==> src/verilog/hex_display.sv <==
`timescale 1ns/100ps

module hex_display (
	input  logic [23:0] value,
	output logic [6:0]  hex0,
	output logic [6:0]  hex1,
	output logic [6:0]  hex2,
	output logic [6:0]  hex3,
	output logic [6:0]  hex4,
	output logic [6:0]  hex5
);

	// nibble to segments, bit 0 is a
	// patterns active high here, inverted on return
	function automatic logic [6:0] seg_glyph(input logic [3:0] nibble);
		logic [6:0] segs;
		case (nibble)
			4'h0: segs = 7'h3F;
			4'h1: segs = 7'h06;
			4'h2: segs = 7'h5B;
			4'h3: segs = 7'h4F;
			4'h4: segs = 7'h66;
			4'h5: segs = 7'h6D;
			4'h6: segs = 7'h7D;
			4'h7: segs = 7'h07;
			4'h8: segs = 7'h7F;
			4'h9: segs = 7'h6F;
			4'hA: segs = 7'h77;
			// lower case b and d
			4'hB: segs = 7'h7C;
			4'hC: segs = 7'h39;
			4'hD: segs = 7'h5E;
			4'hE: segs = 7'h79;
			default: segs = 7'h71;
		endcase
		return ~segs;
	endfunction

	// hex0 is the lowest nibble
	assign hex0 = seg_glyph(value[3:0]);
	assign hex1 = seg_glyph(value[7:4]);
	assign hex2 = seg_glyph(value[11:8]);
	assign hex3 = seg_glyph(value[15:12]);
	assign hex4 = seg_glyph(value[19:16]);
	assign hex5 = seg_glyph(value[23:20]);

endmodule

==> config.mk <==
export PLATFORM = sky130hd
export DESIGN_NAME = hex_display
export DESIGN_NICKNAME = d
export VERILOG_FILES = /design/src/verilog/hex_display.sv
export SDC_FILE = /design/constraint.sdc
export NUM_CORES = 1
export LEC_CHECK = 0
export ABC_CLOCK_PERIOD_IN_PS = 1600
export CAP_MARGIN = 20
export CELL_PAD_IN_SITES_DETAIL_PLACEMENT = 2
export CELL_PAD_IN_SITES_GLOBAL_PLACEMENT = 2
export CORE_ASPECT_RATIO = 1.25
export CORE_UTILIZATION = 37
export DETAILED_ROUTE_END_ITERATION = 12
export DONT_BUFFER_PORTS = 1
export PLACE_DENSITY = 0.95
export SYNTH_ARGS = -nofsm -noshare
export SYNTH_HDL_FRONTEND = slang
export SYNTH_SLANG_ARGS = --single-unit
==> constraint.sdc <==
create_clock -name vclk -period 1.6
set_clock_uncertainty 0.2 [all_clocks]
set_input_delay 0.16 -clock vclk [all_inputs]
set_output_delay 0.16 -clock vclk [all_outputs]
set_load 0.005 [all_outputs]
# Yosys cells after proc, flatten, opt, wreduce, memory -nomap -nowiden
# Memory sizes are Yosys's and may differ from the RTL's.
# Cells that the tools add are included.
dict set report op_classes {
  bitwise_logic 6
}
# operator count
set ops {}
lappend ops {{7-bit NOT} 6}
dict set report word_totals {
  register_bits 0
  rom_bits 672
  inputBits 24
  out_inout_bits 42
  elab_cells 12
  n_memories 6
}
# name depth word_bits rd rd_ports_with_merged_regs wr line_no
set mem_list {}
lappend mem_list {{(no name shown)} 16 7 1 0 0 17} ;# case (nibble)
lappend mem_list {{(no name shown)} 16 7 1 0 0 17}
lappend mem_list {{(no name shown)} 16 7 1 0 0 17}
lappend mem_list {{(no name shown)} 16 7 1 0 0 17}
lappend mem_list {{(no name shown)} 16 7 1 0 0 17}
lappend mem_list {{(no name shown)} 16 7 1 0 0 17}

# Longest topological paths before layout
# An unclocked memory read counts as a cell.
dict set report logic_depth {
  word_depth 2
  ltp_mapped 5
}

# Worst setup path before layout
# Ideal clock, no wire load.
dict set report synth_timing {
  kind {input -> output}
  startpoint {in value[12]}
  endpoint {out hex3[3]}
  arrival_time_ns 1.008
  t_required_ns 1.240
  slack_ns 0.232
  stages 4
  path_buffers 0
  cell_sequence {inv_1 > ha_1 > inv_1 > mux4_1}
}
dict set report synth_via {
  elab_chain_len 2
}
# item line_no
set synth_lines {}
lappend synth_lines {{start: declaration} 4} ;# input logic [23:0] value,
lappend synth_lines {{memory read 16 x 7 bit} --}
lappend synth_lines {{7-bit NOT} 36} ;# return ~segs;
lappend synth_lines {{end: declaration} 8} ;# output logic [6:0] hex3,
# Every way passes these cells.

# Worst setup path in the final report
dict set report layout_timing {
  startpoint {in value[16]}
  endpoint {out hex4[3]}
}
dict set report layout_via {
  elab_chain_len 2
}
# item line_no
set layout_lines {}
lappend layout_lines {{memory read 16 x 7 bit} --}
lappend layout_lines {{7-bit NOT} 36}
lappend layout_lines {{end: declaration} 9} ;# output logic [6:0] hex4,
# Every way passes these cells.

==> summary by stage <==
Run status
The run finished with clean final reports.

Pwr
The switching share of total power is 50.81%. The cell-internal power is 142.6 uW. The total power is 289.9 uW.

The share of power burned in registers is 0%. Combinational cells account for 100.0% of the total power. The areal power density over the cells is slightly below 200 nW/um^2. For this design the static power due to leakage is 0.0007016 uW. The clock share of power is 0%. The switching power of the nets is 147.3 uW. VDD sags by at most 66.01 uV.

Synth
Synthesis produced a netlist whose cell count is 192. The net count after synthesis is 252. After Yosys synthesis, full adders, half adders and majority gates account for between 30 and 40% of the synthesized area.

Ranked by total cell area, the synthesized netlist is headed by ha_1 (31%), mux2i_1 (7.5%), nor2_1 (6.1%). In the synthesized netlist, mux cells make up 16.41% of the area. The netlist uses 29 different library cells. After synthesis, the largest family of logic cells by area is adder cells.

The share of the synthesized netlist area taken by xor and xnor gates is 0%. The top cell type by area accounts for 30.61% of the synthesized area. The mean instance size in the synthesized netlist is 7.664 um^2. The number of warnings issued by yosys is 0.

The synthesized netlist devotes 23.30% of its cell area to simple gates. The post-synthesis cell type with the largest combined area is ha_1. Summing every instance area after synthesis gives between 1000 and 1500 um^2. Of the synthesized area, sequential elements account for 0%.

The compound-gate portion of the synthesized area is 20.15%.

Floorplanning
The floorplan has 25 rows. Pin placement for this block handled between 60 and 70 I/O pins. The die height is 72.51 um. Measured along the x axis, the die boundary spans slightly below 60 um. The die footprint is about 4200 um^2. The effective utilization at floorplan is 38.88%.

The core region is 3785 um^2.

Global route
The pin count of the biggest net entering global routing is 15. The total overflow left after global routing is 0. The global-route wire length before repair is just under 6 mm.

The number of global-route vias before repair was 1323. The initial antenna violation count was 0. The combined global-route utilization of all metal layers is 16.50%.

Detailed routing
The detailed-routing iteration count for the pre-antenna-repair pass is 4. Detailed routing inserted a total of 1302 vias. The initial DRC count is 31. The detail route stage leaves a number of antenna-violating nets equal to 0. The total detailed-routing wirelength is between 3 and 4 mm.

In the final routed layout, each cell accounts on average for 15.58 um. Using the TritonRoute via totals, the vias-per-cell ratio works out to 5.564. For this run, design rule violations remaining after detail routing come to 0.

STA
The final hold violation count was 0. Setup violations remaining at the end of the flow were counted as 0. The tightest slew margin relative to the limit is 75.72%. The upper clock frequency limit is slightly below 700 MHz. The count of final max-slew check failures is 0. At the pin with the least slew margin, the transition time is ~0.36 ns. The clock period could shrink to 1.451 ns. The final critical path takes up 90.70% of the cycle. Setup repair after global routing left no endpoint under its margin.

Setup total negative slack on the finished layout was measured at 0 ns.

Cells and area
After the last flow step, the layout net total stands at 242. After filler insertion, the fill cell instance count of the layout stands at 443. The storage element area is 0 um^2. The finished layout holds ~230 standard cells, fillers aside. The final design area excluding fillers is 1463 um^2.

The count of flip-flops and latches is 0. The top cell types in the final layout, fill and taps aside, are ha_1 (36), nor2_1 (24), inv_1 (17), nand2_1 (16), nor2b_1 (12). The count of clock-net buffers in the final layout is 0. The antenna diode count is 0.

The fraction of layout cells with a size suffix above 1 is 3.889%. The library cell used most frequently in the layout, excluding fill and tap cells, is ha_1. The area growth from synthesis to layout is -0.5954%.

Worst hold path
The worst hold path belongs to the class input port to primary output.

Clocking
After clock tree synthesis, the setup repair step added 0 buffers. After clock tree synthesis, the repair step resized 0 gates. The number of buffers added to fix hold violations after cts is 0.

Setup path
The endpoint arrival time on the critical path is 1.09 ns. The largest driver fanout on the critical path is 5. The critical path endpoint category is a primary output. The standard cell with the maximum stage delay on the critical path is mux4_1. The start-to-end type of the worst setup path is input port to primary output. The delay of the slowest cell on the worst path is 0.54 ns.

The cell seen most often among critical-path stages is inv_1. The number of buffer and inverter instances along the worst setup path is 2. The critical path goes through inv_1, ha_1, inv_1, mux4_1. The startpoint type of the worst setup path is an input port. The family with the most delay on the worst path is multiplexers.

The required time at the worst-slack endpoint is 1.24 ns.

Placed design
Once detailed placement completed, the half-perimeter wirelength came to 3.159 mm. At the end of routability-driven placement, the weighted congestion stood at 0.7582. The number of I/O port buffers is 0. The placed instances occupy a cell area of 1463 um^2.

The instance count after placement with tap cells included is approximately 230.

Flow run
The number of maximum-capacitance violations is 0.
==> power by group through the flow <==
stage / logic (uW) / registers (uW) / clock network, uW
global route: 327 / 0 / 0
finish: 290 / 0 / 0
CTS: 296 / 0 / 0
global placement: 281 / 0 / 0
floorplan: 285 / 0 / 0
detailed placement: 295 / 0 / 0
==> cells by family after synthesis <==
family                     after synthesis
adders and majority gates               36
muxes                                   17
and+or+nand+nor                         69
buffers and inverters                   29
AOI/OAI and AO/OA                       41
==> through the flow <==
stage	setup slack, ns	utilization (%)	hold slack (ns)
floorplan	0.2320	-	0.1822
global placement	0.1783	38.64	0.1783
detailed placement	0.1461	38.64	0.1821
CTS	0.1433	38.64	0.1821
global route	0.1013	38.64	0.1846
finish	0.1488	38.64	0.1819
==> routing by layer <==
metal	up-vias	track usage, %	wire length (um)
met2	37	33.84	1988
met5	-	0	0
li1	652	-	-
met3	0	2.852	211
met4	0	0	0
met1	613	18.19	1446
==> cell usage after synthesis, types with 3 or more instances <==
master	count
a32o_1	5
o32ai_1	5
buf_2	7
a22o_1	7
nor2b_1	12
nand2_1	16
o21ai_1	6
mux4_2	3
mux2i_1	11
inv_1	17
ha_1	36
nor2_1	24
o21ai_0	3
or3b_1	5
a31oi_1	9
nand2b_1	6
==> layout make-up <==
type | instances | area [um^2] | share of cell area, %
multi-input cells | 163 | 1331 | 91.02
well taps | 54 | 67.56 | 4.619
inverters | 17 | 63.81 | 4.363
==> worst paths after layout <==
kind,from,endpoint,slack (ns),cells past startpoint
setup / recovery,value[16],hex4[3],0.15,4
hold / removal,value[2],hex0[4],0.18,1
No activity file was read; power rests on OpenSTA's default activity.
