### src/verilog/mandel_defs.svh
`ifndef MANDEL_DEFS_SVH
`define MANDEL_DEFS_SVH

//////////////////////////////
// fixed-point format
//////////////////////////////

// signed Q3.23, 27 bits total
// range is roughly -8.0 to +8.0
`define MANDEL_FRAC_BITS 23
`define MANDEL_WORD_BITS 27

//////////////////////////////
// tile geometry and limits
//////////////////////////////

// 5 bits per axis, 32 x 32 pixel tile
`define MANDEL_TILE_BITS 5

// iteration counter and iteration limit width
`define MANDEL_ITER_BITS 10

// RGB565 pixel word
`define MANDEL_COLOR_BITS 16

`endif

### src/verilog/mandel_pkg.sv
`include "mandel_defs.svh"

package mandel_pkg;

	// signed fixed-point number
	typedef logic signed [`MANDEL_WORD_BITS-1:0] fixed_t;

	// tile setup, captured on start
	typedef struct packed {
		fixed_t x_min;
		fixed_t y_min;
		fixed_t dx;
		fixed_t dy;
		logic [`MANDEL_ITER_BITS-1:0] iter_limit;
	} tile_cfg_t;

	// one pixel to iterate, idx is row * 32 + col
	typedef struct packed {
		logic [2*`MANDEL_TILE_BITS-1:0] idx;
		fixed_t cr;
		fixed_t ci;
	} pixel_job_t;

	// escape count of one pixel
	typedef struct packed {
		logic [2*`MANDEL_TILE_BITS-1:0] idx;
		logic [`MANDEL_ITER_BITS-1:0] iter;
		logic limit_hit;
	} escape_result_t;

	// one pixel write, address equals pixel index
	typedef struct packed {
		logic [2*`MANDEL_TILE_BITS-1:0] addr;
		logic [`MANDEL_COLOR_BITS-1:0] color;
	} write_rec_t;

	// green ramp up, then blue, then green back down
	// red field always zero
	function automatic logic [`MANDEL_COLOR_BITS-1:0] palette_color(input logic [3:0] level);
		logic [5:0] green;
		logic [4:0] blue;
		if (level <= 4'd6) begin
			green = {level[2:0], 3'b000};
			blue = 5'd0;
		end else if (level == 4'd7) begin
			green = 6'd56;
			blue = 5'd8;
		end else if (level == 4'd8) begin
			green = 6'd56;
			blue = 5'd16;
		end else begin
			// 15 - level is 0..6 here
			green = {3'(4'd15 - level), 3'b000};
			blue = 5'd24;
		end
		return {5'd0, green, blue};
	endfunction

endpackage

### src/verilog/palette_map.sv
`timescale 1ns/100ps

module palette_map (
	input  logic                       CLOCK_50,
	input  logic                       reset_key,
	input  mandel_pkg::escape_result_t result,
	input  logic                       result_valid,
	output mandel_pkg::write_rec_t     wr,
	output logic                       wr_valid
);
	import mandel_pkg::*;

	//////////////////////////////
	// result -> write record
	//////////////////////////////

	// strobe trails result by one cycle
	always_ff @(posedge CLOCK_50) begin
		if (reset_key)
			wr_valid <= 1'b0;
		else
			wr_valid <= result_valid;
	end

	// address is pixel index
	// interior pixels black, others by low 4 bits of count
	always_ff @(posedge CLOCK_50) begin
		if (result_valid) begin
			wr.addr <= result.idx;
			if (result.limit_hit)
				wr.color <= '0;
			else
				wr.color <= palette_color(result.iter[3:0]);
		end
	end

endmodule

### config.mk
export PLATFORM = sky130hd
export DESIGN_NAME = palette_map
export DESIGN_NICKNAME = d
export VERILOG_FILES = /design/src/verilog/mandel_pkg.sv /design/src/verilog/palette_map.sv
export VERILOG_INCLUDE_DIRS = /design/src /design/src/verilog
export SDC_FILE = /design/constraint.sdc
export NUM_CORES = 1
export LEC_CHECK = 0
export BUFFER_PORTS_ARGS = -buffer_cell sky130_fd_sc_hd__buf_4
export CAP_MARGIN = 5
export CORE_MARGIN = 3
export CORE_UTILIZATION = 37
export CTS_CLUSTER_DIAMETER = 150
export DETAILED_ROUTE_END_ITERATION = 16
export PLACE_DENSITY_LB_ADDON = 0.12
export SYNTH_ARGS = -nofsm -noshare
export SYNTH_HDL_FRONTEND = slang
export SYNTH_SLANG_ARGS = --single-unit
export TNS_END_PERCENT = 50
### constraint.sdc
create_clock -name CLOCK_50 -period 0.9 [get_ports CLOCK_50]
set_input_delay 0.135 -clock CLOCK_50 [delete_from_list [all_inputs] [get_ports CLOCK_50]]
set_output_delay 0.135 -clock CLOCK_50 [all_outputs]
set_load 0.02 [all_outputs]
## After elaboration in Yosys (flattened, before gate mapping)

Cells that the tools add are included.

- Input bits: 24
- Bits in registers: 27
- Word-level logic and storage cells: 17
- Output and inout bits: 27

- Mux-type cells: 5
- Add/sub/neg operators: 1
- Equal/unequal tests: 2
- $lt $le $gt $ge: 1
- Reduce and logical (&&, ||, !) cells: 2

Operators with widths:

| operator | count |
|---|---|
| $mux 6 | 3 |
| $mux 5 | 1 |
| $eq 4x3->1 const B | 1 |
| $eq 4x4->1 const B | 1 |
| $le 4x3->1 const B | 1 |
| $mux 4 | 1 |
| $reduce_or 3->1 | 1 |
| $sub 3x3->3 const A | 1 |
| $reduce_or 2->1 | 1 |

## Logic depth before layout (Yosys ltp)

Gate-level depths: netlist (run 1).

- Depth in word-level cells: 4
- Depth in mapped cells: 3
- Gate-level depth less buffers: 2

## Least setup slack after synthesis (run 1)

OpenSTA, ideal clock, no wires.

- Kind: input to register
- Start: in result[4] (netlist bit)
- End: reg wr[3] (netlist bit) (data pin)
- Arrival time: 0.425 ns
- Required time: 0.638 ns
- Stages on the path: 3
- Setup slack: 0.214 ns
- Setup time: 0.262 ns
- Buffers on the path: 1
- Cell sequence: buf_6 > a21oi_1 > o22ai_1

- Word-level cells in the longest chain between the ends: 3
- Elaborated cells between the ends (all ways): 6
- Those cells by class: order compare: 1; eq/ne: 2; mux: 2; reduce/logical: 1

Ends and longest elaborated chain:

| element | line | text |
|---|---|---|
| start, declared | palette_map.sv:6 | `input mandel_pkg::escape_result_t result,` |
| parallel branches: the longest is 3 deep, another holds $le 4x3->1 | -- |  |
| end, declared | palette_map.sv:8 | `output mandel_pkg::write_rec_t wr,` |

Parallel ways; which one is timed is not known.
A chain may end at the register's enable or synchronous reset.

## Worst setup path after layout (run 1)

- Start: reg wr[3] (netlist bit)
- End: out wr[3] (netlist bit)

No word-level cell between the ends.

==> flow_summary.yaml, run 1 <==
global_routing:
  track_usage_pct: 8.66
  grt_max_degree: 17
  overflow: 0
  grt_pass1_wl_um: 1270
  antenna_found_initial: 0
  grt_pass1_vias: 292
yosys:
  synthArstFlopShare_pct: 0
  synth_common_cells: "15 x edfxtp_1, 11 x buf_4, 3 x nor2_1, 3 x xnor2_1, 2 x nor2b_1"
  synth-seq-cells: 16
  netlist.area_leader.share_pct: 69.9
  synth_seq_area_share_pct: 73.0
  syn_area_um2: 644
  netlist_instances: 41
  synthTopCellsByArea: "edfxtp_1 70%, buf_4 13%, xnor2_1 4.1%, dfxtp_1 3.1%, nor2b_1 1.9%"
  synth.distinct_cells: 12
  yosysMostFrequentCell: "edfxtp_1"
  synth_top_cell_by_area: "edfxtp_1"
  synth_edf_count: 15
  yosys_warnings: 0
  ys.flop_type: "edfxtp_1"
  avgSynthCellArea_um2: 15.7
min_path:
  hold_start: "result[20]"
  hold_path_end: "wr[25]"
  hold_class: "input pin to register"
  min_path_cells: 1
setup_path:
  cp.arrival_ns: 0.82
  critPathLaunch: "wr[3]"
  endpoint_kind: "output port"
  cp_num_buf_inv: 1
  required_ns: 0.76
  crit_type: "register to output port"
  cpLargestDelayFamily: "flip-flops"
  crit_fanout: 1
  critPathMaxStageDelay_ns: 0.40
  worstPathCellList: "buf_6"
  cp-start-kind: "register"
  critical-path-slowest-cell: "edfxtp_1"
routing:
  vias: 393
  drt_iter0_markers: 4
  drc_errors: 0
  wl_um: 1050
  routedWlPerCell_um: 11.3
  via_per_inst: 4.23
  drt_pass1_iterations: 4
  postRouteAntennaNets: 0
clocking:
  clockRootBuffer: "clkbuf_4"
  cts_buffer_depth: 2
  clkTransAtPathRegs_ns: 0.08
  h-tree-depth: 1
  cts.sink_count: 16
  numCtsBuffers: 3
  post_cts_buffers: 0
  cts_tree: "built"
die:
  io_pins: 51
  fp.dieW_um: 47.7
  fp-row-count: 14
  initial_core_util_pct: 40.9
  die_area_mm2: 0.00228
  die_y_um: 47.7
  coreArea_mm2: 0.00158
run:
  maxCapViolCount: 0
final_layout:
  fin_area_um2: 948
  post-route-util_pct: 60.2
  n_antenna_cell: 0
  area_delta_synth_final_pct: 47.2
  nFillCells: 126
  nets: 102
  drive_gt1_share_pct: 48.1
  layout.cells.non_filler: 93
timing:
  finalHoldViolCount: 0
  rsz0062_at_grt: "true"
  setup_viol: 15
  max_freq_mhz: 1040
  hold-worst-slack_ns: 0.0262
  worst_slack_ns: -0.0580
  drv_slew: 0
  fin_crit_ns: 0.958
  fin_crit_sh_pct: 106
placed_design:
  dpl_cell_area_um2: 856
  gp_congestion: 0.616
  post-place-cells: 88
  io_buffers: 33
pwr:
  power.density_mw_per_mm2: 1710
  p_leak_uw: 0.000411
  ir_drop_v: 0.000653
  power_uw: 1630
outcome:
  status: "finished with violations"
  violations: "setup timing"
-- routing by layer --
metal / track usage (%) / wire length [µm] / up-vias
met5: 0 / 0 / -
met4: 11.3 / 17 / 0
met3: 2.26 / 170 / 2
met2: 10.6 / 496 / 36
met1: 10.6 / 365 / 166
li1: - / - / 189
-- cell families (layout without fill, tap and decap cells) --
logic type	after synthesis	in the layout	share of synthesized area [%]
AOI/OAI and AO/OA	3	3	3.11
buffers and inverters	12	38	14.6
DFF	16	16	73.0
and+or+nand+nor	6	6	4.66
other	1	11	0.582
xor gates and xnor gates	3	3	4.08
-- sequential cells by signal, indices dropped and copies added (netlist names) --
register,flops
wr,15
wr_valid,1
-- power breakdown --
part	internal [µW]	switching, µW	leakage [µW]	total, µW
combinational	170	177	0.000241	347
clock	172	201	0.0000150	373
sequential	881	25.2	0.000154	906
total	1220	404	0.000411	1630
-- through the flow --
step	TNS, ns	setup slack, ns
2_1_floorplan	0	0.214
3_3_place_gp	0	0.152
3_5_place_dp	0	0.147
4_1_cts	-0.897	-0.0725
5_1_grt	-1.13	-0.0993
6_report	-0.640	-0.0580
-- cell usage in the layout, fill, tap and decap left out --
master,synthesis,final
nor2b_1,2,2
nand2b_1,1,1
a21oi_1,1,1
nor2_1,3,3
conb_1,1,11
buf_6,1,15
dlygate4sd3_1,0,1
clkbuf_4,0,3
dfxtp_1,1,1
edfxtp_1,15,15
xnor2_1,3,3
buf_4,11,18
clkbuf_1,0,1
o21ai_2,1,1
o22ai_1,1,1
-- worst max path at each step --
stage,end,slack [ns],depth (start not counted)
floorplan,wr[3],0.21,3
global route,wr[3],-0.1,1
CTS,wr[3],-0.07,1
finish,wr[3],-0.06,1
global placement,wr[3],0.15,3
detailed placement,wr[3],0.15,3
-- layout make-up --
cell class	count	area (µm²)	share of cell area, %
multi-input combinational	23	118	12.4
clock buffer	4	26.3	2.77
tap	16	20.0	2.11
sequential	16	470	49.6
timing repair buffer	34	314	33.1
-- timing repair --
action                                  in CTS  in global routing
endpoints found under the setup margin      15                 15
hold buffers                                 1                  0
cloned                                       0                  0
hold endpoints to repair                     1                  0
resized for setup                           14                  1
Note: power is estimated with default switching activity, not from simulation.
==> inputs of run 2 (changes only) <==
==> constraint.sdc (replaced) <==
create_clock -name CLOCK_50 -period 0.9 [get_ports CLOCK_50]
set_input_delay 0.18 -clock CLOCK_50 [delete_from_list [all_inputs] [get_ports CLOCK_50]]
set_output_delay 0.18 -clock CLOCK_50 [all_outputs]
set_load 0.02 [all_outputs]
==> run 2 against run 1 <==
  * The run still ends with setup timing left
  * Sequential cell count unchanged
  * Die area is the same
  * Sequential power hardly changed
  * Clock power is essentially flat
  * Worst hold slack improved by 0.012 ns
==> flow_summary.yaml, run 2 (synthesis results as in run 1) <==
global_routing:
  grt_max_degree: 17
  overflow: 0
  antenna_found_initial: 0
  grt_pass1_wl_um: 1270
  grt_pass1_vias: 293
  track_usage_pct: 8.66
clocking:
  cts_buffer_depth: 2
  h-tree-depth: 1
  cts_tree: "built"
  numCtsBuffers: 3
  cts.sink_count: 16
  ctsHoldBuffers: 0
  clockRootBuffer: "clkbuf_4"
  post_cts_buffers: 0
  clkTransAtPathRegs_ns: 0.08
final_layout:
  nFillCells: 122
  nets: 101
  post-route-util_pct: 59.8
  drive_gt1_share_pct: 50.0
  largest_register_ffs: 15
  final_common_cell: "buf_4"
  final_cell_mix: "17 x buf_4, 16 x buf_6, 15 x edfxtp_1, 11 x conb_1"
  top_regs: "wr: 15 flops, wr_valid: 1 flops"
  n_antenna_cell: 0
  area_delta_synth_final_pct: 46.4
  top_register: "wr"
die:
  fp.dieW_um: 47.7
  fp-row-count: 14
  initial_core_util_pct: 40.9
  io_pins: 51
  die_y_um: 47.7
  die_area_mm2: 0.00228
  coreArea_mm2: 0.00158
run:
  maxCapViolCount: 0
routing:
  drt_iter0_markers: 4
  postRouteAntennaNets: 0
  drc_errors: 0
  drt_pass1_iterations: 4
  vias: 390
  via_per_inst: 4.24
  routedWlPerCell_um: 11.3
  wl_um: 1040
setup_path:
  endpoint_kind: "output port"
  critPathMaxStageDelay_ns: 0.40
  cpLargestDelayFamily: "flip-flops"
  cp-start-kind: "register"
  cp_num_buf_inv: 1
  required_ns: 0.72
  crit_type: "register to output port"
  cp.arrival_ns: 0.82
  worstPathCellList: "buf_6"
  crit_fanout: 1
  critical-path-slowest-cell: "edfxtp_1"
timing:
  max_freq_mhz: 997
  fin_tns_setup_ns: -1.32
  finalHoldViolCount: 0
  drv_slew: 0
  worst_slack_ns: -0.103
  fin_crit_ns: 1.00
  fin_crit_sh_pct: 111
  setup_viol: 15
  rsz0062_at_grt: "true"
min_path:
  hold_class: "input pin to register"
pwr:
  p_leak_uw: 0.000408
  ir_drop_v: 0.000658
  power.density_mw_per_mm2: 1720
  power_uw: 1630
placed_design:
  io_buffers: 33
  gp_congestion: 0.616
outcome:
  violations: "setup timing"
  status: "finished with violations"
run 2: cell count changes in the layout (fill, tap and decap cells not counted):
cell / before / now
buf_4: 18 / 17
buf_6: 15 / 16
dfxtp_1: 1 / 0
dfxtp_2: 0 / 1
dlygate4sd3_1: 1 / 0
run 2: path summary, 6_finish.rpt:
check	from	to	cells past startpoint
worst min-delay path	reset_key	wr_valid	2
worst max-delay path	wr[3]	wr[3]	1
run 2: metrics by stage:
step	instance area, µm²	hold slack [ns]	setup slack (ns)	instances
after detailed placement	856	0.339	0.102	88
after floorplan	682	0.252	0.169	51
after CTS	940	0.0273	-0.117	92
after global routing	943	0.0292	-0.144	92
after global placement	856	0.336	0.107	88
final	943	0.0386	-0.103	92
run 2: layer usage:
| layer | vias to the layer above | wire length [µm] | track usage [%] |
|---|---|---|---|
| met2 | 36 | 489 | 10.6 |
| met5 | - | 0 | 0 |
| met4 | 0 | 17 | 11.3 |
| met3 | 2 | 170 | 2.26 |
| li1 | 188 | - | - |
| met1 | 164 | 366 | 10.6 |
run 2: timing repair:
item / CTS / global route
hold endpoints to repair: 0 / 0
gates resized for setup: 16 / 1
gates cloned: 0 / 0
endpoints found under the setup margin: 16 / 16
run 2: report_power, final:
group / switching, µW / leakage, µW / total, µW / internal, µW
combinational: 176 / 0.000238 / 345 / 169
sequential: 25.5 / 0.000155 / 907 / 881
clock: 203 / 0.0000150 / 375 / 172
run 2: final cells by class:
| type | count | area, µm² | share of cell area [%] |
|---|---|---|---|
| timing repair buffer | 33 | 308 | 32.6 |
| multi-input combinational | 23 | 118 | 12.5 |
| sequential | 16 | 472 | 50.0 |
| tap | 16 | 20.0 | 2.12 |
| clock buffer | 4 | 26.3 | 2.79 |
