[config.mk]
export PLATFORM = sky130hd
export DESIGN_NAME = tile_control
export DESIGN_NICKNAME = d
export VERILOG_FILES = /design/src/verilog/mandel_pkg.sv /design/src/verilog/tile_control.sv
export VERILOG_INCLUDE_DIRS = /design/src /design/src/verilog
export SDC_FILE = /design/constraint.sdc
export NUM_CORES = 1
export LEC_CHECK = 0
export ABC_AREA = 1
export ABC_CLOCK_PERIOD_IN_PS = 7900
export BUFFER_PORTS_ARGS = -buffer_cell sky130_fd_sc_hd__buf_4
export CORE_ASPECT_RATIO = 2
export CORE_UTILIZATION = 55
export DETAILED_ROUTE_END_ITERATION = 16
export PLACE_DENSITY = 0.8
export SYNTH_ARGS = -nofsm -noshare
export SYNTH_HDL_FRONTEND = slang
export SYNTH_SLANG_ARGS = --single-unit
[constraint.sdc]
create_clock -name CLOCK_50 -period 7.9 [get_ports CLOCK_50]
set_clock_uncertainty 0.2 [all_clocks]
set_input_delay 0.79 -clock CLOCK_50 [delete_from_list [all_inputs] [get_ports CLOCK_50]]
set_output_delay 0.79 -clock CLOCK_50 [all_outputs]
set_load 0.02 [all_outputs]
[src/verilog/mandel_defs.svh]
`ifndef MANDEL_DEFS_SVH
`define MANDEL_DEFS_SVH

//////////////////////////////
// fixed-point format
//////////////////////////////

// signed Q3.23, 27 bits total
// range is roughly -8.0 to +8.0
`define MANDEL_FRAC_BITS 23
`define MANDEL_WORD_BITS 27

//////////////////////////////
// tile geometry and limits
//////////////////////////////

// 5 bits per axis, 32 x 32 pixel tile
`define MANDEL_TILE_BITS 5

// iteration counter and iteration limit width
`define MANDEL_ITER_BITS 10

// RGB565 pixel word
`define MANDEL_COLOR_BITS 16

`endif

[src/verilog/mandel_pkg.sv]
`include "mandel_defs.svh"

package mandel_pkg;

	// signed fixed-point number
	typedef logic signed [`MANDEL_WORD_BITS-1:0] fixed_t;

	// tile setup, captured on start
	typedef struct packed {
		fixed_t x_min;
		fixed_t y_min;
		fixed_t dx;
		fixed_t dy;
		logic [`MANDEL_ITER_BITS-1:0] iter_limit;
	} tile_cfg_t;

	// one pixel to iterate, idx is row * 32 + col
	typedef struct packed {
		logic [2*`MANDEL_TILE_BITS-1:0] idx;
		fixed_t cr;
		fixed_t ci;
	} pixel_job_t;

	// escape count of one pixel
	typedef struct packed {
		logic [2*`MANDEL_TILE_BITS-1:0] idx;
		logic [`MANDEL_ITER_BITS-1:0] iter;
		logic limit_hit;
	} escape_result_t;

	// one pixel write, address equals pixel index
	typedef struct packed {
		logic [2*`MANDEL_TILE_BITS-1:0] addr;
		logic [`MANDEL_COLOR_BITS-1:0] color;
	} write_rec_t;

	// green ramp up, then blue, then green back down
	// red field always zero
	function automatic logic [`MANDEL_COLOR_BITS-1:0] palette_color(input logic [3:0] level);
		logic [5:0] green;
		logic [4:0] blue;
		if (level <= 4'd6) begin
			green = {level[2:0], 3'b000};
			blue = 5'd0;
		end else if (level == 4'd7) begin
			green = 6'd56;
			blue = 5'd8;
		end else if (level == 4'd8) begin
			green = 6'd56;
			blue = 5'd16;
		end else begin
			// 15 - level is 0..6 here
			green = {3'(4'd15 - level), 3'b000};
			blue = 5'd24;
		end
		return {5'd0, green, blue};
	endfunction

endpackage

[src/verilog/tile_control.sv]
`timescale 1ns/100ps
`include "mandel_defs.svh"

module tile_control (
	input  logic                         CLOCK_50,
	input  logic                         reset_key,
	input  mandel_pkg::tile_cfg_t        cfg,
	input  logic                         start,
	input  logic                         result_valid,
	output mandel_pkg::pixel_job_t       job,
	output logic                         job_valid,
	output logic [`MANDEL_ITER_BITS-1:0] iter_limit,
	output logic                         done,
	output logic [31:0]                  solve_time
);
	import mandel_pkg::*;

	tile_cfg_t cfg_q;
	logic busy;
	logic [`MANDEL_TILE_BITS-1:0] row;
	logic [`MANDEL_TILE_BITS-1:0] col;
	fixed_t cr_acc;
	fixed_t ci_acc;
	logic accept;
	logic last_col;
	logic last_pixel;

	// start only counts when idle
	assign accept = start && !busy;
	assign last_col = &col;
	assign last_pixel = last_col && (&row);

	//////////////////////////////
	// sequencing and timer
	//////////////////////////////

	always_ff @(posedge CLOCK_50) begin
		if (reset_key) begin
			busy <= 1'b0;
			row <= '0;
			col <= '0;
			job_valid <= 1'b0;
			done <= 1'b0;
			solve_time <= 32'd0;
		end else begin
			// strobes default low
			job_valid <= 1'b0;
			done <= 1'b0;
			if (accept) begin
				busy <= 1'b1;
				row <= '0;
				col <= '0;
				// pixel 0 goes out next cycle
				job_valid <= 1'b1;
				solve_time <= 32'd0;
			end else if (busy) begin
				// one tick per edge while solving
				solve_time <= solve_time + 32'd1;
				if (result_valid) begin
					if (last_pixel) begin
						busy <= 1'b0;
						done <= 1'b1;
					end else begin
						job_valid <= 1'b1;
						// col wraps 31 -> 0 on its own
						col <= col + 1'b1;
						if (last_col)
							row <= row + 1'b1;
					end
				end
			end
		end
	end

	//////////////////////////////
	// coordinate accumulators
	//////////////////////////////

	// step by dx / dy instead of multiplying
	always_ff @(posedge CLOCK_50) begin
		if (accept) begin
			cfg_q <= cfg;
			cr_acc <= cfg.x_min;
			ci_acc <= cfg.y_min;
		end else if (busy && result_valid && !last_pixel) begin
			if (last_col) begin
				// new row, back to left edge
				cr_acc <= cfg_q.x_min;
				ci_acc <= ci_acc + cfg_q.dy;
			end else begin
				cr_acc <= cr_acc + cfg_q.dx;
			end
		end
	end

	assign job = '{idx: {row, col}, cr: cr_acc, ci: ci_acc};
	assign iter_limit = cfg_q.iter_limit;

endmodule

# Word-level counts from Yosys, hierarchy flattened
# Cells that the tools add are included.
[totals] ff_bits=190 out_inout_bits=108
[classes] mux=14 bitwise_logic=3 add_sub_neg=5 n_reduce_logical=15
[ops] cell="$mux 27" count=6
[ops] cell="$add 27x27->27" count=2
[ops] cell="$add 32x1->32 const B" count=1
[ops] cell="$add 5x1->5 const B" count=2
[ops] cell="$reduce_and 5->1" count=2
[ops] cell="$mux 1" count=8
[ops] cell="$reduce_and 8->1" count=1
[ops] cell="$logic_and 1x1->1" count=4
[ops] cell="$reduce_bool 2->1" count=2
[ops] cell="$reduce_or 4->1" count=1
[ops] cell="$not 1->1" count=3
[ops] cell="$reduce_and 3->1" count=1
[ops] cell="$logic_not 1->1" count=2
[ops] cell="$reduce_and 2->1" count=1
[ops] cell="$reduce_or 2->1" count=1

# Depth between registers and ports, before layout
# Gate-level depths: netlist of the first run.
[depth] ltp_word=6 depth_mapped=14 mapped_depth_nobuf=14

# Least setup slack after synthesis of the first run
# Ideal clock, no wire load.
[synth_timing] kind="flip-flop to flip-flop" startpoint="register col[0]" endpoint="register ci_acc[0], enable pin" period_less_slack_ps=4194 arrival_ps=3546 path_slack_ps=3706 path_buffers=3 required_ps=7251 stages_incl_launch_ff=10 cell_sequence="dfxtp_1 ha_1 inv_1 nor3_1 ha_1 buf_6 inv_1 buf_2 clkbuf_1 o21ai_0"
[synth_via] elab_chain_len=6 elab_cells_between_ends=7 classes_between="reduce/logical: 7"
[synth_rtl] item="start, declared" line="tile_control.sv:21" text="logic [`MANDEL_TILE_BITS-1:0] col;"
[synth_rtl] item="start signal, assigned" line="tile_control.sv:66" text="col <= col + 1'b1;"
[synth_rtl] item="$reduce_and 5->1 *" line="tile_control.sv:30" text="assign last_col = &col;"
[synth_rtl] item="$logic_and 1x1->1" line="tile_control.sv:31" text="assign last_pixel = last_col && (&row);"
[synth_rtl] item="$logic_not 1->1" line="tile_control.sv:85" text="end else if (busy && result_valid && !last_pixel) begin"
[synth_rtl] item="$logic_and 1x1->1" line="tile_control.sv:85"
[synth_rtl] item="$reduce_bool 2->1 (no source line)"
[synth_rtl] item="$reduce_and 2->1 (no source line) *"
[synth_rtl] item="end signal, assigned" line="tile_control.sv:84" text="ci_acc <= cfg.y_min;"
[synth_rtl] item="end signal, assigned" line="tile_control.sv:89" text="ci_acc <= ci_acc + cfg_q.dy;"
[synth_rtl] item="end, declared" line="tile_control.sv:23" text="fixed_t ci_acc;"
# Every way passes the cells marked *; elsewhere a longest branch is shown, timed or not.
# A chain may end at the register's enable or synchronous reset.

# Final worst setup path of the first run
[layout_timing] startpoint="register busy" endpoint="register solve_time[11]"
[layout_via] elab_chain_len=3
[layout_rtl] item="start, declared" line="tile_control.sv:19" text="logic busy;"
[layout_rtl] item="start signal, assigned" line="tile_control.sv:39" text="busy <= 1'b0;"
[layout_rtl] item="start signal, assigned" line="tile_control.sv:50" text="busy <= 1'b1;"
[layout_rtl] item="start signal, assigned" line="tile_control.sv:61" text="busy <= 1'b0;"
[layout_rtl] item="$logic_not 1->1" line="tile_control.sv:29" text="assign accept = start && !busy;"
[layout_rtl] item="$logic_and 1x1->1" line="tile_control.sv:29"
[layout_rtl] item="$reduce_or 2->1 (no source line)"
[layout_rtl] item="end signal, assigned" line="tile_control.sv:58" text="solve_time <= solve_time + 32'd1;"
[layout_rtl] item="end, declared" line="tile_control.sv:14" text="output logic [31:0] solve_time"
# Several ways; a longest one is shown, not always the timed one.

==> results of run 1 <==
## kinds of logic (layout without fill, tap and decap cells)
logic type | after synthesis | count (layout) | synth area share (%)
buffers and inverters | 240 | 474 | 8.56
adder cells (fa/ha/maj) | 59 | 59 | 6.67
flip-flops | 190 | 190 | 46.5
XOR/XNOR | 29 | 29 | 2.25
AO/OA/AOI/OAI | 154 | 154 | 7.19
AND/OR/NAND/NOR | 751 | 751 | 28.8
## power by group through the flow
stage          combinational (W)  clock (W)  sequential, W
2_1_floorplan           0.000506          0        0.00128
3_3_place_gp            0.000817          0        0.00124
3_5_place_dp            0.000833          0        0.00124
4_1_cts                 0.000840   0.000895        0.00122
5_1_grt                 0.000943   0.000927        0.00122
6_report                0.000850   0.000887        0.00122
## worst max-delay path by stage
stage	cells past startpoint	slack, ns	start	endpoint
after floorplan	9	3.71	col[0]	ci_acc[0]
after global placement	7	4.33	start	solve_time[27]
after detailed placement	7	4.24	start	solve_time[27]
after CTS	5	4.59	busy	solve_time[11]
after global routing	5	4.38	busy	solve_time[10]
final	5	4.65	busy	solve_time[11]
## registers in the layout, indices dropped and copies added, names as in the netlist
signal / flops
job_valid: 1
cr_acc: 27
cfg_q: 81
busy: 1
ci_acc: 27
col: 5
row: 5
solve_time: 32
iter_limit: 10
done: 1
## layer usage
layer  routed length [µm]  vias to the layer above  track usage [%]
met1                10600                     4766             28.6
met2                18300                      375             60.9
met5                    0                        -                0
met4                 2240                        0             22.7
li1                     -                     5072                -
met3                 1770                      130             6.48
## worst max-delay path, stage by stage, from the launching register on
cell	delay [ns]
dfxtp_1	0.48
nor2_4	0.16
buf_4	0.77
nor2_1	0.43
inv_1	0.87
nor3_1	0.15
## layout by cell type (no fill, tap or decap), types with 2 or more instances in the layout
cell type  netlist  routed
nand2_1        441     441
buf_4           11     235
inv_1          201     201
edfxtp_1       145     145
nor2_1         112     111
nand3_1         94      94
a21oi_1         76      76
o21ai_0         60      59
ha_1            57      57
dfxtp_1         45      45
nor3_1          24      24
nand4_1         22      22
clkbuf_16        0      17
xnor2_1         15      15
xor2_1          14      14
or2_2           13      13
nor2_2           9       9
o21bai_1         6       6
nand3b_1         6       6
nor2_4           4       5
inv_2            5       5
nand2_2          5       5
clkinv_2         0       5
and2_1           4       4
a31oi_1          4       4
nor3_2           4       4
inv_6            0       4
or2_0            3       3
nand4_2          3       3
bufinv_16        0       3
o21ai_2          1       2
o21a_1           2       2
a21o_1           2       2
nand3_2          2       2
nor3b_2          2       2
fa_1             2       2
## stage by stage
stage                     area (µm²)  hold slack (ns)
after floorplan                11300            0.321
after global placement         13200            0.276
after detailed placement       13200            0.283
after CTS                      13800            0.294
after global routing           13800            0.300
final                          13800            0.295
## cell type report
| type | instances | area, µm² |
|---|---|---|
| sequential | 190 | 5260 |
| clock inverter | 14 | 163 |
| fill | 1707 | 6200 |
| inverter | 207 | 779 |
| timing repair buffer | 235 | 1760 |
| clock buffer | 18 | 429 |
| multi-input combinational | 993 | 5080 |
| tap | 262 | 328 |
==> impl_metrics.prom, run 1 <==
# TYPE chip_impl_metric gauge
chip_impl_info{name="outcome",value="completed"} 1
chip_impl_metric{name="sequentialPowerShare",unit="%"} 41.2
chip_impl_metric{name="ys.warnings.count",unit=""} 0
chip_impl_info{name="synth_most_common_cell",value="nand2_1"} 1
chip_impl_info{name="library_cell_occupying_the_most_area_in_the_post_synthesis_netlist",value="edfxtp_1"} 1
chip_impl_metric{name="clkSlewWorstSetupHoldPaths",unit="ns"} 0.07
chip_impl_info{name="clock-root-buffer",value="clkbuf_16"} 1
chip_impl_info{name="worst_setup_path_end_kind",value="register"} 1
chip_impl_metric{name="cts-hold-fix-buffers",unit=""} 0
chip_impl_metric{name="clock_power_share",unit="%"} 30.0
chip_impl_metric{name="combPwrFrac",unit="%"} 28.8
chip_impl_metric{name="layout-area-overhead-vs-synth",unit="%"} 22.2
chip_impl_metric{name="worst_ir_drop_vdd",unit="mV"} 0.161
chip_impl_metric{name="clock_sinks",unit=""} 190
chip_impl_metric{name="finalSetupTns",unit="ns"} 0
chip_impl_metric{name="drt-vias-per-instance",unit=""} 5.39
chip_impl_info{name="tritoncts_clock_tree",value="done"} 1
chip_impl_metric{name="power_switching_share",unit="%"} 32.9
chip_impl_metric{name="crit_path_max_fanout",unit=""} 87
chip_impl_metric{name="coreArea",unit="µm²"} 20000
chip_impl_metric{name="first_global_vias",unit=""} 10300
chip_impl_metric{name="timing.fmax",unit="MHz"} 307
chip_impl_metric{name="fin_crit_sh",unit="%"} 41.2
chip_impl_metric{name="p_leak",unit="nW"} 6.45
chip_impl_metric{name="route.vias.total",unit=""} 10300
chip_impl_metric{name="insertion_delay_to_the_later_sink_of_the_worst_skew_pair",unit="ns"} 0.45
chip_impl_metric{name="nets",unit=""} 1825
chip_impl_metric{name="timing.slew.headroom",unit="%"} 31.3
chip_impl_metric{name="grt_util_all_layers",unit="%"} 32.0
chip_impl_metric{name="regToRegSetupSlack",unit="ns"} 4.65
chip_impl_metric{name="ant_nets",unit=""} 0
chip_impl_info{name="r2r-end",value="solve_time[11]"} 1
chip_impl_info{name="netlist_top_cells_count",value="nand2_1 (441), inv_1 (201), edfxtp_1 (145), nor2_1 (112), nand3_1 (94)"} 1
chip_impl_metric{name="drt_iter0_drc",unit=""} 518
chip_impl_metric{name="gp_congestion",unit=""} 0.957
chip_impl_info{name="netlist_top_cells_area",value="edfxtp_1 (39%), nand2_1 (15%), dfxtp_1 (8.0%), inv_1 (6.7%), ha_1 (6.3%)"} 1
chip_impl_metric{name="pwrdens",unit="nW/µm²"} 214
chip_impl_info{name="whs_endpoint",value="solve_time[20]"} 1
chip_impl_metric{name="final_layout_size_suffix_gt1_share",unit="%"} 19.2
chip_impl_metric{name="cts-buffers-inserted",unit=""} 17
chip_impl_metric{name="cell_internal_pwr",unit="W"} 0.00198
chip_impl_info{name="synthFlopType",value="edfxtp_1"} 1
chip_impl_metric{name="synthesis.area",unit="µm²"} 11300
chip_impl_metric{name="timing.hold.worst_path_depth",unit=""} 2
chip_impl_metric{name="drc",unit=""} 0
chip_impl_metric{name="placed_cells_incl_taps",unit=""} 1887
chip_impl_metric{name="worstPathRequired",unit="ns"} 7.99
chip_impl_metric{name="pre_cts_slack",unit="ns"} 4.24
chip_impl_metric{name="ctsResizeCount",unit=""} 0
chip_impl_info{name="hold_path_class",value="reg2reg"} 1
chip_impl_metric{name="synth_top_cell_area_share",unit="%"} 38.6
chip_impl_metric{name="grt_antenna_before_repair",unit=""} 0
chip_impl_metric{name="htreeDepth",unit=""} 4
chip_impl_metric{name="n_antenna_cell",unit=""} 0
chip_impl_metric{name="postSynthCellCount",unit=""} 1423
chip_impl_metric{name="finalCoreUtilization",unit="%"} 69.0
chip_impl_metric{name="chipHeight",unit="µm"} 205
chip_impl_metric{name="final_cells",unit=""} 1919
chip_impl_info{name="r2r-start",value="busy"} 1
chip_impl_metric{name="synthDistinctLibCells",unit=""} 42
chip_impl_metric{name="routed_wire_length_per_instance",unit="µm"} 17.2
chip_impl_metric{name="die_area",unit="µm²"} 21100
chip_impl_info{name="setup.worst_path.start_class",value="register"} 1
chip_impl_metric{name="power.net_switching",unit="W"} 0.000971
chip_impl_metric{name="num_io_pins",unit=""} 230
chip_impl_metric{name="die_width",unit="µm"} 103
chip_impl_info{name="holdCritStartpoint",value="solve_time[20]"} 1
chip_impl_metric{name="dr.pass1.iters",unit=""} 7
chip_impl_metric{name="core.rowCount",unit=""} 73
chip_impl_metric{name="ctsLongestPathBuffers",unit=""} 2
chip_impl_metric{name="synth.ff_latch_count",unit=""} 190
chip_impl_metric{name="syn_avg_cell_area",unit="µm²"} 7.94
chip_impl_metric{name="number_of_setup_violations_in_the_final_report",unit=""} 0
chip_impl_metric{name="timing.critical_path.arrival",unit="ns"} 3.34
chip_impl_metric{name="synth-async-reset-ratio",unit="%"} 0
chip_impl_metric{name="worst_pin_slew",unit="ns"} 1.03
chip_impl_metric{name="routed_wirelength",unit="µm"} 32900
chip_impl_metric{name="grt_overflow",unit=""} 0
chip_impl_metric{name="power",unit="W"} 0.00295
chip_impl_metric{name="synth.net_count",unit=""} 1604
chip_impl_metric{name="synth-edff-count",unit=""} 145
chip_impl_metric{name="largest_net_degree_at_the_start_of_global_routing",unit=""} 88
chip_impl_metric{name="port-buffer-count",unit=""} 229
chip_impl_metric{name="first_pass_grt_wire_length",unit="µm"} 50100
chip_impl_metric{name="seq_area_frac_synth",unit="%"} 46.5
chip_impl_metric{name="fin_crit",unit="ns"} 3.25
chip_impl_metric{name="worstRegToRegCells",unit=""} 5
chip_impl_metric{name="final-hold-violation-count",unit=""} 0
chip_impl_metric{name="floorplan.initialDensity",unit="%"} 56.5
chip_impl_metric{name="final.setup.worst_slack",unit="ns"} 4.65
chip_impl_info{name="path_class",value="reg2reg"} 1
chip_impl_metric{name="max_cap_violations",unit=""} 0
chip_impl_info{name="rsz_0062_raised_after_global_routing",value="no"} 1
chip_impl_metric{name="detailedPlacementHpwl",unit="µm"} 25500
chip_impl_metric{name="post-cts-setup-buffer-count",unit=""} 0
chip_impl_metric{name="maxSlewViolCount",unit=""} 0
(Power assumes the default switching activity.)
==> inputs of run 2 (changes only) <==
--- a/config.mk
+++ b/config.mk
@@ -7,12 +7,12 @@
 export NUM_CORES = 1
 export LEC_CHECK = 0
 export ABC_AREA = 1
-export ABC_CLOCK_PERIOD_IN_PS = 7900
+export ABC_CLOCK_PERIOD_IN_PS = 2700
 export BUFFER_PORTS_ARGS = -buffer_cell sky130_fd_sc_hd__buf_4
 export CORE_ASPECT_RATIO = 2
-export CORE_UTILIZATION = 55
+export CORE_UTILIZATION = 51
 export DETAILED_ROUTE_END_ITERATION = 16
-export PLACE_DENSITY = 0.8
+export PLACE_DENSITY = 0.78
 export SYNTH_ARGS = -nofsm -noshare
 export SYNTH_HDL_FRONTEND = slang
 export SYNTH_SLANG_ARGS = --single-unit
==> constraint.sdc (replaced) <==
create_clock -name CLOCK_50 -period 2.7 [get_ports CLOCK_50]
set_clock_uncertainty 0.2 [all_clocks]
set_input_delay 0.27 -clock CLOCK_50 [delete_from_list [all_inputs] [get_ports CLOCK_50]]
set_output_delay 0.27 -clock CLOCK_50 [all_outputs]
set_load 0.02 [all_outputs]
==> impl_metrics.prom, run 2 (synthesis results as in run 1) <==
# TYPE chip_impl_metric gauge
chip_impl_metric{name="regToRegSetupSlack",unit="ns"} 0.11
chip_impl_metric{name="maxSlewViolCount",unit=""} 0
chip_impl_metric{name="first_pass_grt_wire_length",unit="µm"} 58000
chip_impl_metric{name="final-hold-violation-count",unit=""} 0
chip_impl_metric{name="ant_nets",unit=""} 0
chip_impl_metric{name="final_cells",unit=""} 2070
chip_impl_info{name="reg_top3",value="cfg_q: 81 flops, solve_time: 32 flops"} 1
chip_impl_info{name="tritoncts_clock_tree",value="done"} 1
chip_impl_info{name="hold_path_class",value="reg2reg"} 1
chip_impl_metric{name="fin_crit",unit="ns"} 2.59
chip_impl_metric{name="combPwrFrac",unit="%"} 31.2
chip_impl_metric{name="drt_iter0_drc",unit=""} 595
chip_impl_metric{name="gp_congestion",unit=""} 1.04
chip_impl_metric{name="floorplan.initialDensity",unit="%"} 52.3
chip_impl_metric{name="core.rowCount",unit=""} 76
chip_impl_metric{name="pwrdens",unit="nW/µm²"} 595
chip_impl_info{name="outcome",value="completed"} 1
chip_impl_info{name="critical_path.slowest_cell",value="edfxtp_1"} 1
chip_impl_metric{name="largest_net_degree_at_the_start_of_global_routing",unit=""} 81
chip_impl_metric{name="sequentialPowerShare",unit="%"} 38.9
chip_impl_metric{name="worst_pin_slew",unit="ns"} 0.558
chip_impl_metric{name="clkSlewWorstSetupHoldPaths",unit="ns"} 0.07
chip_impl_metric{name="worstPathRequired",unit="ns"} 2.71
chip_impl_metric{name="chipHeight",unit="µm"} 212
chip_impl_metric{name="grt_antenna_before_repair",unit=""} 0
chip_impl_metric{name="timing.slew.headroom",unit="%"} 62.4
chip_impl_info{name="final_common_cell",value="nand2_1"} 1
chip_impl_metric{name="cell_internal_pwr",unit="W"} 0.00608
chip_impl_info{name="mostFrequentLayoutCells",value="nand2_1 (437), buf_4 (247), inv_1 (200)"} 1
chip_impl_metric{name="drt-vias-per-instance",unit=""} 5.32
chip_impl_metric{name="timing.fmax",unit="MHz"} 387
chip_impl_metric{name="timing.hold.ws",unit="ns"} 0.298
chip_impl_info{name="path_cells",value="ha_1, nand2_1, inv_1, a21oi_2, nand2_2, a21oi_1, buf_4, xor2_1, nand2_1, nand2_1, nand2_1"} 1
chip_impl_metric{name="max_cap_violations",unit=""} 0
chip_impl_info{name="globalRoute.busiestLayer",value="met2"} 1
chip_impl_info{name="clock-root-buffer",value="clkbuf_16"} 1
chip_impl_metric{name="htreeDepth",unit=""} 4
chip_impl_metric{name="power.net_switching",unit="W"} 0.00304
chip_impl_metric{name="routed_wirelength",unit="µm"} 38000
chip_impl_info{name="worst_setup_path_end_kind",value="register"} 1
chip_impl_metric{name="first_global_vias",unit=""} 11600
chip_impl_metric{name="grt.met1_usage",unit="%"} 30.2
chip_impl_metric{name="p_leak",unit="nW"} 7.09
chip_impl_metric{name="finalSetupTns",unit="ns"} 0
chip_impl_metric{name="clock_power_share",unit="%"} 29.9
chip_impl_metric{name="number_of_setup_violations_in_the_final_report",unit=""} 0
chip_impl_metric{name="route.vias.total",unit=""} 11000
chip_impl_metric{name="insertion_delay_to_the_later_sink_of_the_worst_skew_pair",unit="ns"} 0.46
chip_impl_metric{name="clock_sinks",unit=""} 190
chip_impl_info{name="path_class",value="reg2reg"} 1
chip_impl_metric{name="largest_reg_flops",unit=""} 81
chip_impl_metric{name="ctsLongestPathBuffers",unit=""} 2
chip_impl_metric{name="port-buffer-count",unit=""} 229
chip_impl_metric{name="dr.pass1.iters",unit=""} 7
chip_impl_metric{name="drc",unit=""} 0
chip_impl_info{name="reg_with_most_ffs",value="cfg_q"} 1
chip_impl_metric{name="coreArea",unit="µm²"} 21600
chip_impl_metric{name="grt_overflow",unit=""} 0
chip_impl_metric{name="die_area",unit="µm²"} 22800
chip_impl_metric{name="timing.critical_path.arrival",unit="ns"} 2.60
chip_impl_metric{name="placed_cells_incl_taps",unit=""} 1913
chip_impl_metric{name="fin_crit_sh",unit="%"} 95.8
chip_impl_metric{name="num_io_pins",unit=""} 230
chip_impl_metric{name="nets",unit=""} 1964
chip_impl_metric{name="cp_slowest_stage_delay",unit="ns"} 0.45
chip_impl_info{name="critical-path-top-cell-by-count",value="nand2_1"} 1
chip_impl_metric{name="crit_path_max_fanout",unit=""} 4
chip_impl_metric{name="met3_usage",unit="%"} 6.32
chip_impl_metric{name="cts-buffers-inserted",unit=""} 17
chip_impl_metric{name="detailedPlacementHpwl",unit="µm"} 27600
chip_impl_metric{name="grt_util_all_layers",unit="%"} 34.4
chip_impl_metric{name="routed_wire_length_per_instance",unit="µm"} 18.3
chip_impl_metric{name="finalCoreUtilization",unit="%"} 71.0
chip_impl_metric{name="power_switching_share",unit="%"} 33.4
chip_impl_metric{name="final_layout_size_suffix_gt1_share",unit="%"} 19.3
chip_impl_metric{name="final_design_area_no_fill",unit="µm²"} 15300
chip_impl_metric{name="use_met2",unit="%"} 65.8
chip_impl_metric{name="die_width",unit="µm"} 107
chip_impl_metric{name="dpl_cell_area",unit="µm²"} 13400
chip_impl_metric{name="layout-area-overhead-vs-synth",unit="%"} 35.7
chip_impl_metric{name="worst_ir_drop_vdd",unit="mV"} 0.462
chip_impl_info{name="setup.worst_path.start_class",value="register"} 1
[run 2: layout make-up]
| type | instances | area [µm²] |
|---|---|---|
| clock inverter | 13 | 186 |
| tap | 273 | 342 |
| timing repair buffer | 374 | 3180 |
| sequential | 190 | 5260 |
| fill | 1673 | 6260 |
| inverter | 207 | 779 |
| multi-input combinational | 993 | 5150 |
| clock buffer | 19 | 433 |
| antenna | 1 | 2.50 |
[run 2: metal layers]
metal	share of wire, %	vias up
met5	0	-
met4	8.2	0
met3	5.0	154
met2	55	434
met1	32	5084
li1	-	5348
[run 2: worst max-delay path, delay by kind of cell (launching register included)]
family | cells | cell delay [ns]
compound gates | 2 | 0.40
xor+xnor | 1 | 0.19
fa+ha+maj | 1 | 0.40
buf+inv | 2 | 0.23
flops | 1 | 0.45
simple gates | 5 | 0.46
[run 2: per-stage QoR]
| step | total power [W] | setup slack [ns] |
|---|---|---|
| after floorplan | 0.00522 | 0.00956 |
| after global placement | 0.00616 | 0.00750 |
| after detailed placement | 0.00620 | -0.0610 |
| after CTS | 0.00906 | 0.00163 |
| after global routing | 0.00954 | -0.0240 |
| final | 0.00913 | 0.113 |
[run 2: power by group through the flow]
stage | clock (W) | combinational, W | sequential (W)
6_report | 0.00273 | 0.00284 | 0.00355
5_1_grt | 0.00284 | 0.00313 | 0.00357
4_1_cts | 0.00276 | 0.00276 | 0.00355
3_5_place_dp | 0 | 0.00259 | 0.00361
3_3_place_gp | 0 | 0.00256 | 0.00360
2_1_floorplan | 0 | 0.00148 | 0.00374
[run 2: final timing paths]
check                       from        endpoint  cells past startpoint
setup / recovery       cr_acc[5]      cr_acc[11]                     11
hold / removal    solve_time[31]  solve_time[31]                      2
setup reg to reg       cr_acc[5]      cr_acc[11]                     11
hold reg to reg   solve_time[31]  solve_time[31]                      2
[run 2: repair_timing]
item / CTS / global route
hold endpoints to repair: 146 / 0
setup buffers: 0 / 2
setup endpoints to repair: 3 / 13
pin swaps: 0 / 1
hold buffers: 122 / 0
resized for setup: 2 / 14
==> inputs of run 3 (changes only) <==
--- a/config.mk
+++ b/config.mk
@@ -9,10 +9,12 @@
 export ABC_AREA = 1
 export ABC_CLOCK_PERIOD_IN_PS = 2700
 export BUFFER_PORTS_ARGS = -buffer_cell sky130_fd_sc_hd__buf_4
+export CELL_PAD_IN_SITES_DETAIL_PLACEMENT = 1
+export CELL_PAD_IN_SITES_GLOBAL_PLACEMENT = 1
 export CORE_ASPECT_RATIO = 2
-export CORE_UTILIZATION = 51
+export CORE_UTILIZATION = 37
 export DETAILED_ROUTE_END_ITERATION = 16
-export PLACE_DENSITY = 0.78
+export PLACE_DENSITY_LB_ADDON = 0.1
 export SYNTH_ARGS = -nofsm -noshare
 export SYNTH_HDL_FRONTEND = slang
 export SYNTH_SLANG_ARGS = --single-unit
==> impl_metrics.prom, run 3 (synthesis results as in run 1) <==
# TYPE chip_impl_metric gauge
chip_impl_info{name="outcome",value="complete, but fails checks"} 1
chip_impl_info{name="violated_checks",value="DRC"} 1
chip_impl_metric{name="routed_wirelength",unit="µm"} 40500
chip_impl_metric{name="fin_crit",unit="ns"} 2.56
chip_impl_metric{name="n_antenna_cell",unit=""} 0
chip_impl_metric{name="port-buffer-count",unit=""} 229
chip_impl_metric{name="timing.slew.headroom",unit="%"} 24.1
chip_impl_metric{name="die_area",unit="µm²"} 31300
chip_impl_info{name="setup.worst_path.start_class",value="register"} 1
chip_impl_info{name="reg_top3",value="cfg_q: 81 flops, solve_time: 32 flops"} 1
chip_impl_info{name="path_class",value="reg2reg"} 1
chip_impl_metric{name="nets",unit=""} 1963
chip_impl_metric{name="pwrdens",unit="nW/µm²"} 579
chip_impl_metric{name="fin_crit_sh",unit="%"} 94.9
chip_impl_metric{name="drt_iter0_drc",unit=""} 364
chip_impl_metric{name="worst_pin_slew",unit="ns"} 1.14
chip_impl_metric{name="num_io_pins",unit=""} 230
chip_impl_info{name="final_common_cell",value="nand2_1"} 1
chip_impl_info{name="mostFrequentLayoutCells",value="nand2_1 (438), buf_4 (247), inv_1 (201)"} 1
chip_impl_metric{name="drc",unit=""} 8
chip_impl_metric{name="ant_nets",unit=""} 0
chip_impl_metric{name="number_of_setup_violations_in_the_final_report",unit=""} 0
chip_impl_metric{name="detailedPlacementHpwl",unit="µm"} 31000
chip_impl_metric{name="gp_congestion",unit=""} 0.904
chip_impl_metric{name="final_layout_size_suffix_gt1_share",unit="%"} 19.6
chip_impl_metric{name="htreeDepth",unit=""} 4
chip_impl_metric{name="clock_sinks",unit=""} 190
chip_impl_metric{name="drt-met1-wl",unit="µm"} 12900
chip_impl_metric{name="routed-wl-met3",unit="µm"} 943
chip_impl_metric{name="worstPathRequired",unit="ns"} 2.72
chip_impl_metric{name="first_pass_grt_wire_length",unit="µm"} 63400
chip_impl_metric{name="timing.critical_path.arrival",unit="ns"} 2.58
chip_impl_metric{name="detailroute.wirelength.met2",unit="µm"} 23900
chip_impl_info{name="tritoncts_clock_tree",value="done"} 1
chip_impl_metric{name="final-hold-violation-count",unit=""} 0
chip_impl_metric{name="regToRegSetupSlack",unit="ns"} 0.14
chip_impl_metric{name="routed_wire_length_per_instance",unit="µm"} 18.7
chip_impl_metric{name="core.rowCount",unit=""} 90
chip_impl_metric{name="first_global_vias",unit=""} 12100
chip_impl_info{name="worst_setup_path_end_kind",value="register"} 1
chip_impl_metric{name="floorplan.initialDensity",unit="%"} 37.6
chip_impl_metric{name="chipHeight",unit="µm"} 249
chip_impl_info{name="clock-root-buffer",value="clkbuf_16"} 1
chip_impl_metric{name="ctsLongestPathBuffers",unit=""} 2
chip_impl_metric{name="drt-vias-per-instance",unit=""} 5.04
chip_impl_metric{name="final_cells",unit=""} 2163
chip_impl_metric{name="cts-buffers-inserted",unit=""} 17
chip_impl_metric{name="grt_util_all_layers",unit="%"} 26.9
chip_impl_metric{name="largest_net_degree_at_the_start_of_global_routing",unit=""} 96
chip_impl_metric{name="insertion_delay_to_the_later_sink_of_the_worst_skew_pair",unit="ns"} 0.46
chip_impl_metric{name="max_cap_violations",unit=""} 0
chip_impl_metric{name="timing.hold.ws",unit="ns"} 0.172
chip_impl_info{name="hold_path_class",value="in2reg"} 1
chip_impl_metric{name="largest_reg_flops",unit=""} 81
chip_impl_metric{name="crit_path_max_fanout",unit=""} 5
chip_impl_metric{name="final_design_area_no_fill",unit="µm²"} 15400
chip_impl_metric{name="worst_ir_drop_vdd",unit="mV"} 0.491
chip_impl_metric{name="die_width",unit="µm"} 126
chip_impl_metric{name="timing.fmax",unit="MHz"} 390
chip_impl_metric{name="placed_cells_incl_taps",unit=""} 2009
chip_impl_metric{name="grt_overflow",unit=""} 0
chip_impl_info{name="reg_with_most_ffs",value="cfg_q"} 1
chip_impl_metric{name="layout-area-overhead-vs-synth",unit="%"} 36.2
chip_impl_metric{name="coreArea",unit="µm²"} 30100
chip_impl_metric{name="dr.pass1.iters",unit=""} 10
chip_impl_metric{name="route.vias.total",unit=""} 10900
chip_impl_metric{name="p_leak",unit="nW"} 7.06
chip_impl_metric{name="maxSlewViolCount",unit=""} 0
chip_impl_metric{name="dpl_cell_area",unit="µm²"} 13500
chip_impl_metric{name="clkSlewWorstSetupHoldPaths",unit="ns"} 0.08
chip_impl_info{name="top_layer",value="met4"} 1
chip_impl_metric{name="grt_antenna_before_repair",unit=""} 0
-- run 3: final timing paths --
| kind | startpoint | endpoint | cells past startpoint |
|---|---|---|---|
| worst max-delay path | cr_acc[17] | cr_acc[19] | 9 |
| worst min-delay path | start | job_valid | 5 |
| worst min register to register | solve_time[20] | solve_time[20] | 2 |
| worst max register to register | cr_acc[17] | cr_acc[19] | 9 |
-- run 3: routing by layer --
layer | track usage [%] | up-vias
met4 | 18.1 | 0
met1 | 23.0 | 5217
li1 | - | 5336
met2 | 55.5 | 231
met5 | 0 | -
met3 | 3.14 | 110
-- run 3: area by class of cell --
type | instances | area, µm²
fillers | 3683 | 14700
flip-flops and latches | 190 | 5260
multi-input cells | 993 | 5150
repair buffers | 373 | 3170
inverters | 207 | 779
clock buffers | 21 | 472
well taps | 368 | 460
clock inverters | 11 | 96.3
-- run 3: stage by stage --
stage	util (%)	worst slack [ns]	total power, W	TNS (ns)
after floorplan	-	0.00956	0.00522	0
after global placement	45.0	0.0169	0.00623	0
after detailed placement	45.0	0.00496	0.00628	0
after CTS	50.9	0.00251	0.00898	0
after global routing	51.2	-0.00792	0.00939	-0.00792
final	51.2	0.139	0.00891	0
-- run 3: worst max-delay path: stages (launching register included) --
cell,delay (ns)
edfxtp_1,0.45
ha_2,0.43
nand2_1,0.12
nor2_2,0.17
and2_1,0.22
nand4_1,0.23
nand4_1,0.16
nand3_1,0.18
nand2_1,0.11
nand2_1,0.05
-- run 3: what timing repair did --
action,4_1_cts,5_1_grt
hold buffers,121,0
endpoints found under the setup margin,0,13
hold endpoints to repair,147,0
resized for setup,0,18
buffers inserted,0,1
-- run 3: power by group --
group,total [W],switching (W),internal (W)
Clock,0.00253,0.00121,0.00132
Combinational,0.00283,0.00174,0.00109
Sequential,0.00355,0.000117,0.00343
Total,0.00891,0.00307,0.00584
